File: src/pixel_alu_pkg.sv
package pixel_alu_pkg;

	localparam int num_pixels    = 8;
	localparam int num_channels  = 3;
	localparam int channel_width = 8;
	localparam int pixel_width   = num_channels * channel_width;
	localparam int product_width = 2 * channel_width;

	typedef logic [channel_width-1:0] channel_t;

	// flag is one-hot; any other value selects no channel
	typedef logic [num_channels-1:0] channel_sel_t;

	localparam channel_sel_t chan_red   = 3'b100;
	localparam channel_sel_t chan_green = 3'b010;
	localparam channel_sel_t chan_blue  = 3'b001;

	typedef enum logic [1:0] {
		op_add  = 2'd0,
		op_sub  = 2'd1,
		op_mul  = 2'd2,
		op_hold = 2'd3	// old divide slot, pixels pass through
	} alu_op_t;

	typedef struct packed {
		channel_t red;	// bits 23:16
		channel_t green;	// bits 15:8
		channel_t blue;	// bits 7:0
	} rgb_t;

	// same 24 bits, seen as a raw word or per channel
	typedef union packed {
		logic [pixel_width-1:0] raw;
		rgb_t                   rgb;
	} pixel_word_u;

	typedef struct packed {
		pixel_word_u pixel;
		logic        carry;
	} lane_result_t;

	// pixel 0 sits in the low 24 bits of the bus
	typedef logic [num_pixels-1:0][pixel_width-1:0] pixel_vec_t;

	function automatic logic is_onehot(channel_sel_t sel);
		logic hit;
		case (sel)
			chan_red, chan_green, chan_blue: begin
				hit = 1'b1;
			end
			default: begin
				hit = 1'b0;
			end
		endcase
		return hit;
	endfunction

	// channel byte named by the flag, 0 when no channel is named
	function automatic channel_t get_channel(
		pixel_word_u  p,
		channel_sel_t sel
	);
		channel_t value;
		case (sel)
			chan_red: begin
				value = p.rgb.red;
			end
			chan_green: begin
				value = p.rgb.green;
			end
			chan_blue: begin
				value = p.rgb.blue;
			end
			default: begin
				value = '0;
			end
		endcase
		return value;
	endfunction

	// writes one channel back, the other two are kept
	function automatic pixel_word_u put_channel(
		pixel_word_u  p,
		channel_sel_t sel,
		channel_t     value
	);
		pixel_word_u merged;
		merged = p;
		case (sel)
			chan_red: begin
				merged.rgb.red = value;
			end
			chan_green: begin
				merged.rgb.green = value;
			end
			chan_blue: begin
				merged.rgb.blue = value;
			end
			default: begin
				merged = p;
			end
		endcase
		return merged;
	endfunction

endpackage

File: src/pixel_lane.sv
module pixel_lane (
	input  pixel_alu_pkg::pixel_word_u  pixel,
	input  pixel_alu_pkg::channel_t     scalar,
	input  pixel_alu_pkg::channel_sel_t channel,
	input  pixel_alu_pkg::alu_op_t      op,
	output pixel_alu_pkg::lane_result_t lane_out
);
	import pixel_alu_pkg::*;

	channel_t                 chan_in;	// selected channel byte
	logic                     chan_valid;
	logic                     active;

	logic [channel_width:0]   sum;
	logic [channel_width:0]   diff;
	logic [product_width-1:0] product;

	channel_t                 add_val;
	channel_t                 sub_val;
	channel_t                 mul_val;
	logic                     add_c;
	logic                     sub_c;
	logic                     mul_c;

	channel_t                 chan_out;
	logic                     op_carry;
	pixel_word_u              merged;

	assign chan_valid = is_onehot(channel);
	assign chan_in    = get_channel(pixel, channel);

	// one extra bit holds the carry out or the borrow
	assign sum     = {1'b0, chan_in} + {1'b0, scalar};
	assign diff    = {1'b0, chan_in} - {1'b0, scalar};
	assign product = product_width'(chan_in) * product_width'(scalar);

	assign add_val = sum[channel_width-1:0];
	assign add_c   = sum[channel_width];

	assign sub_val = diff[channel_width-1:0];
	assign sub_c   = diff[channel_width];	// channel < scalar

	assign mul_val = product[channel_width-1:0];
	assign mul_c   = |product[product_width-1:channel_width];	// high byte non-zero

	always_comb begin
		case (op)
			op_add: begin
				chan_out = add_val;
				op_carry = add_c;
			end
			op_sub: begin
				chan_out = sub_val;
				op_carry = sub_c;
			end
			op_mul: begin
				chan_out = mul_val;
				op_carry = mul_c;
			end
			default: begin	// hold
				chan_out = chan_in;
				op_carry = 1'b0;
			end
		endcase
	end

	// no write-back and no carry for hold or a bad flag
	assign active = chan_valid && (op != op_hold);

	always_comb begin
		if (active) begin
			merged = put_channel(pixel, channel, chan_out);
		end else begin
			merged = pixel;
		end
	end

	assign lane_out.pixel = merged;
	assign lane_out.carry = active & op_carry;

endmodule

File: src/vector_alu.sv
module vector_alu (
	input  logic                                    clk,
	input  logic                                    reset,
	input  pixel_alu_pkg::pixel_vec_t               pixels,
	input  pixel_alu_pkg::channel_t                 scalar,
	input  pixel_alu_pkg::channel_sel_t             channel,
	input  pixel_alu_pkg::alu_op_t                  op,
	output pixel_alu_pkg::pixel_vec_t               result,
	output logic [pixel_alu_pkg::num_pixels-1:0]    carry_out
);
	import pixel_alu_pkg::*;

	lane_result_t [num_pixels-1:0] lane_res;
	pixel_vec_t                    next_result;
	logic [num_pixels-1:0]         next_carry;

	genvar i;

	// every lane shares scalar, channel and op
	generate
		for (i = 0; i < num_pixels; i++) begin : g_lane
			pixel_lane u_lane (
				.pixel    (pixels[i]),
				.scalar   (scalar),
				.channel  (channel),
				.op       (op),
				.lane_out (lane_res[i])
			);
		end
	endgenerate

	// split lane results back into pixel bus and carry word
	always_comb begin
		for (int n = 0; n < num_pixels; n++) begin
			next_result[n] = lane_res[n].pixel.raw;
			next_carry[n]  = lane_res[n].carry;
		end
	end

	// single output stage, one cycle of latency
	always_ff @(posedge clk) begin
		if (reset) begin
			result    <= '0;
			carry_out <= '0;
		end else begin
			result    <= next_result;
			carry_out <= next_carry;
		end
	end

endmodule

File: config.mk
export PLATFORM = sky130hd
export DESIGN_NAME = vector_alu
export DESIGN_NICKNAME = d
export VERILOG_FILES = /design/src/pixel_alu_pkg.sv /design/src/pixel_lane.sv /design/src/vector_alu.sv
export SDC_FILE = /design/constraint.sdc
export NUM_CORES = 2
export LEC_CHECK = 0
export BUFFER_PORTS_ARGS = -buffer_cell sky130_fd_sc_hd__clkbuf_2
export CAP_MARGIN = 10
export CORE_MARGIN = 3
export CORE_UTILIZATION = 50
export CTS_CLUSTER_DIAMETER = 30
export DETAILED_ROUTE_END_ITERATION = 8
export PLACE_DENSITY = 0.7
export SLEW_MARGIN = 20
export SYNTH_ARGS = -nofsm -noshare
export SYNTH_HDL_FRONTEND = slang
export SYNTH_SLANG_ARGS = --single-unit
File: constraint.sdc
create_clock -name clk -period 7.05 [get_ports clk]
set_clock_uncertainty 0.2 [all_clocks]
set_input_delay 0.3525 -clock clk [delete_from_list [all_inputs] [get_ports clk]]
set_output_delay 0.3525 -clock clk [all_outputs]
set_load 0.1 [all_outputs]
; ---- Yosys cells after proc, flatten, opt, wreduce, memory -nomap -nowiden
; Cells that the tools add are included.
[op_classes]
bitwise_logic = 8
mux = 57
n_eq_ne = 6
n_reduce_logical = 11
n_mul = 8
addsub = 16
[op_table]
columns = operator, count
row1 = case mux 8 bit (3 select lines), 16
row2 = 2-to-1 mux 24 bit, 8
row3 = 2-to-1 mux 8 bit, 24
row4 = multiplier 8 x 8 -> 16 bit, 8
row5 = adder 8 x 8 -> 9 bit, 8
row6 = subtractor 8 x 8 -> 9 bit, 8
row7 = OR reduction 8 bit, 8
row8 = case mux 1 bit (3 select lines), 8
row9 = AND 1 bit, 8
row10 = equality test 3 x 1 -> 1 bit (second input constant), 1
row11 = equality test 3 x 2 -> 1 bit (second input constant), 1
row12 = equality test 3 bit (second input constant), 1
row13 = OR reduction 3 bit, 1
row14 = equality test 2 x 1 -> 1 bit (second input constant), 1
row15 = equality test 2 bit (second input constant), 1
row16 = zero test 2 bit, 1
row17 = != test 2 bit (second input constant), 1
row18 = logical AND 1 bit, 1
row19 = 2-to-1 mux 1 bit, 1
[totals]
inputBits = 207
output_inout_bits = 200
regBits = 200

; ---- Depth between registers and ports, before layout
[depth]
word_depth = 6
mapped_depth = 25

; ---- Cells and area by module
; A second synthesis with hierarchy kept.
[hier_totals]
cells_unflattened = 4180
area_unflattened_um2 = 32662.6
[by_module_without_submodules]
columns = module, area_per_inst_um2, cells_per_inst, seq_area_each_um2, n_inst
row1 = pixel_lane (g_lane[1].u_lane ...), 3358.2, 466, 0.0, 2
row2 = vector_alu, 5365.1, 422, 4003.8, 1
row3 = pixel_lane (g_lane[0].u_lane), 3510.9, 487, 0.0, 1
row4 = pixel_lane (g_lane[6].u_lane), 3509.6, 471, 0.0, 1
row5 = pixel_lane (g_lane[4].u_lane), 3453.3, 468, 0.0, 1
row6 = pixel_lane (g_lane[3].u_lane), 3404.5, 483, 0.0, 1
row7 = pixel_lane (g_lane[5].u_lane), 3362.0, 467, 0.0, 1
row8 = pixel_lane (g_lane[7].u_lane), 3340.7, 450, 0.0, 1

; ---- Least setup slack after synthesis
; No wires, ideal clock.
[synth_path]
kind = input-to-reg
from = input channel[0]
to = register carry_out[1] (netlist name)
stages = 22
required_time_ps = 6712
setup_slack_ps = 1127
arrival_time_ps = 5585
n_path_buf = 2
setup_ps = 138
cell_sequence = nor2b_1 clkbuf_1 clkbuf_1 a22oi_1 nor2_1 a21oi_1 inv_1 nand2_1 fa_1 fa_1 fa_1 fa_1 inv_1 ha_1 and3_1 a221oi_1 a21oi_1 a21o_1 a21oi_1 mux2_2 o41ai_1 a21oi_1
[synth_between]
elab_chain_cells = 6
word_cells_on_any_way = 13
[synth_lines]
columns = element, line
row1 = start: declaration, vector_alu.sv:6  ; input pixel_alu_pkg::channel_sel_t channel,
row2 = equality test 3 x 1 -> 1 bit (tied with other cells), "pixel_alu_pkg.sv:47, pixel_alu_pkg.sv:64"
row3 = case mux 8 bit (3 select lines), pixel_alu_pkg.sv:64  ; case (sel)
row4 = multiplier 8 x 8 -> 16 bit, pixel_lane.sv:35  ; assign product = product_width'(chan_in) * product_width'(scalar);
row5 = OR reduction 8 bit, pixel_lane.sv:44  ; assign mul_c = |product[product_width-1:channel_width];
row6 = case mux 1 bit (3 select lines), pixel_lane.sv:47  ; case (op)
row7 = AND 1 bit (*), pixel_lane.sv:79  ; assign lane_out.carry = active & op_carry;
row8 = end signal: assignment, vector_alu.sv:47  ; carry_out <= next_carry;
row9 = end: declaration, vector_alu.sv:9  ; output logic [pixel_alu_pkg::num_pixels-1:0] carry_out
; Every way passes the cells marked *; elsewhere a longest branch is shown, timed or not.
; A chain may end at the register's enable or synchronous reset.

; ---- Worst setup path in the final report
[layout_path]
from = input pixels[28] (netlist name)
to = register carry_out[1] (netlist name)
[layout_between]
elab_chain_cells = 5
word_cells_on_any_way = 7
[layout_lines]
columns = element, line
row1 = start: declaration, vector_alu.sv:4  ; input pixel_alu_pkg::pixel_vec_t pixels,
row2 = case mux 8 bit (3 select lines) (*), pixel_alu_pkg.sv:64
row3 = multiplier 8 x 8 -> 16 bit, pixel_lane.sv:35
row4 = OR reduction 8 bit, pixel_lane.sv:44
row5 = case mux 1 bit (3 select lines) (*), pixel_lane.sv:47
row6 = AND 1 bit (*), pixel_lane.sv:79
; Marked as above.

==> impl_metrics.json <==
{
  "status": "complete, no violations",
  "dp.cells": 4957,
  "drive_gt1_share_pct": 12.75,
  "rows": 89,
  "hold_class": "in2reg",
  "critPathMaxFanout": 6,
  "grt_pass1_wl_um": 178200,
  "min_from": "pixels[43]",
  "yosys_most_used_dff": "dfxtp_1",
  "setup_viol": 0,
  "ant_nets": 0,
  "finalCriticalPeriod_ns": 6.284,
  "grt_max_degree": 80,
  "crit_slowest_cell": "fa_1",
  "synth.net_count": 4810,
  "crit_family": "adder cells",
  "dp_worst_setup_slack_ns": 0.4857,
  "hold_viol_final": 0,
  "worst-setup-path-type": "in2reg",
  "required_ns": 7.20,
  "initial_core_util_pct": 50.82,
  "leakagePower_uw": 0.01803,
  "core-area_um2": 59350,
  "hold_end": "result[43]",
  "syn_to_final_growth_pct": 18.05,
  "wl_um": 117900,
  "synth.distinct_cells": 73,
  "firstDrtPassIters": 6,
  "path_buf_inv": 5,
  "clock.fmax_mhz": 159.1,
  "drtIter0Drc": 2703,
  "yosys.area.top_type": "fa_1",
  "cts_root_buffer": "clkbuf_16",
  "synth-async-reset-ratio_pct": 0,
  "vias": 30630,
  "clk_path_buf_depth": 2,
  "report.final.slew_viol_count": 0,
  "ioPinCount": 407,
  "synth_enable_flop_cells": 0,
  "dp_hpwl_um": 89290,
  "finalSetupTns_ns": 0,
  "relSlewSlack_pct": 20.24,
  "maxCapViolations": 0,
  "powerDensity_nw_per_um2": 157.9,
  "clk_pin_slew_ns": 0.09,
  "synth_cells": 3867,
  "syn_area_per_cell_um2": 7.800,
  "setup.worst_path.start_class": "primary input",
  "cp-end-kind": "register",
  "worstMarginPinSlew_ns": 1.191,
  "yosysSeqAreaShare_pct": 13.27,
  "cts_made_buffers": 17,
  "yosysTopAreaCellShare_pct": 20.18,
  "ys_ff_latch": 200,
  "avgRoutedWirePerCell_um": 22.85,
  "fin_cells": 5162,
  "postCtsSetupBuffers": 0,
  "synth_area_um2": 30160,
  "vias_per_cell": 5.933,
  "gr-total-overflow": 0,
  "gp_congestion": 0.9784,
  "drc": 0,
  "rsz0062_at_grt": "no",
  "antenna_found_initial": 9,
  "ys_top_cells_by_area": "fa_1 (20%), ha_1 (18%), dfxtp_1 (13%)",
  "yosysWarnings": 0,
  "fin_crit_sh_pct": 89.13,
  "die_h_um": 251.6,
  "htree_num_levels": 4,
  "cts_resized": 0,
  "arrival_ns": 6.43,
  "finalWorstSetupSlack_ns": 0.7665,
  "whs_path_depth": 4,
  "grt_pass1_vias": 30020,
  "port_buffers": 406,
  "nNetsFinal": 5316,
  "cts_tree": "yes",
  "max_stage_delay_ns": 0.57,
  "crit_chain": "dlygate4sd3_1 -> clkbuf_2 -> a22oi_1 -> nor2_1 -> a21oi_1 -> inv_1 -> ha_1 -> inv_1 -> fa_1 -> fa_1 -> fa_1 -> fa_1 -> inv_1 -> ha_1 -> and3_1 -> a221oi_1 -> a21oi_1 -> a21o_1 -> a21oi_1 -> mux2_2 -> o41ai_1 -> a21oi_1",
  "dieArea_um2": 63310,
  "track_usage_pct": 36.93,
  "layout.core_utilization_pct": 59.99,
  "fp.dieW_um": 251.6,
  "hold_ws_ns": 0.04874,
  "clock_sinks": 200,
  "ir_drop_v": 0.0002185
}
[how the worst max path moves through the flow]
stage | cells after the start | slack [ns] | to | from
floorplan | 22 | 1.13 | carry_out[1] | channel[0]
global placement | 25 | 0.53 | carry_out[2] | channel[0]
detailed placement | 25 | 0.49 | carry_out[2] | channel[0]
CTS | 22 | 0.89 | carry_out[1] | pixels[28]
global route | 21 | 0.48 | carry_out[2] | pixels[52]
finish | 22 | 0.77 | carry_out[1] | pixels[28]
[report_power, final]
part           leakage [uW]  switching (uW)  internal (uW)
Combinational        0.0161            2240           1060
Clock              0.000295             589            488
Sequential          0.00167            37.5           1210
[layout by cell type (no fill, tap or decap), drive strengths merged, types with 7 or more instances in the layout]
cell	instances
buf	87
a22oi	81
and2	64
fa	304
nor2	572
nor4	10
mux2i	18
a31oi	15
and3	12
nand3	15
dlygate4sd3	170
clkinv	9
xnor2	51
or2	7
dfxtp	200
o211ai	10
xor2	27
o21ai	134
nor3b	12
or4	7
nor2b	25
a2111oi	9
o31ai	10
a21oi	255
ha	432
o21bai	23
inv	646
o21a	16
o41ai	31
nand2	265
a211oi	165
nor3	77
o22ai	19
nand3b	27
clkbuf	421
or3	20
nand2b	28
a21o	39
[routing by layer]
layer	GRT usage [%]	vias up	part of all wire (%)
met3	10.31	391	12
met5	0	-	0.065
li1	-	13840	-
met4	20.37	12	6.1
met1	47.79	14550	40
met2	55.90	1843	42
[cell families (layout without fill, tap and decap cells)]
kind of cell	count (synthesis)	after routing	synth area share, %
flops	200	200	13.27
compound gates	859	859	18.46
other cells	0	3	0
xor+xnor	78	78	2.265
fa+ha+maj	736	736	38.10
simple gates	1155	1155	16.91
mux	24	24	0.8213
buf+inv	815	1334	10.18
[sequential cells by signal (all words and copies together) (netlist names)]
register   cells
carry_out      8
result       192
[tightest hold or removal path, delay by kind of cell]
| kind | cells | cell delay (ns) |
|---|---|---|
| buffers and inverters | 1 | 0.13 |
| AND/OR/NAND/NOR | 2 | 0.18 |
| AO/OA/AOI/OAI | 1 | 0.06 |
[through the flow]
step | total power, uW | cell area (um2)
after global routing | 5965 | 35600
after CTS | 5571 | 35600
after global placement | 4378 | 33280
final | 5622 | 35610
after floorplan | 3551 | 30160
after detailed placement | 4405 | 33280
[cell type report]
cell class,instances,area [um2]
timing repair buffer,661,4468
clock buffer,17,425.4
inverter,641,2406
sequential,200,4004
clock inverter,15,190.2
antenna,3,7.507
tap,773,967.2
multi-input combinational,2852,23140
fill,5365,23750
[synth_stat cells (16+ instances only)]
master	count
a211oi_1	164
a21o_1	38
a21oi_1	254
a22oi_1	81
and2_1	64
clkbuf_1	156
dfxtp_1	200
fa_1	304
ha_1	432
inv_1	637
mux2i_1	18
nand2_1	265
nand2b_1	28
nand3b_1	27
nor2_1	572
nor2b_1	25
nor3_1	77
o21a_1	16
o21ai_0	133
o21bai_1	23
o22ai_1	19
o41ai_1	31
or3_1	20
xnor2_1	51
xor2_1	27
[what timing repair did]
item	in CTS	in global routing
hold endpoints to repair	170	0
hold buffers	170	0
setup endpoints to repair	0	0
Note: power is estimated with default switching activity, not from simulation.
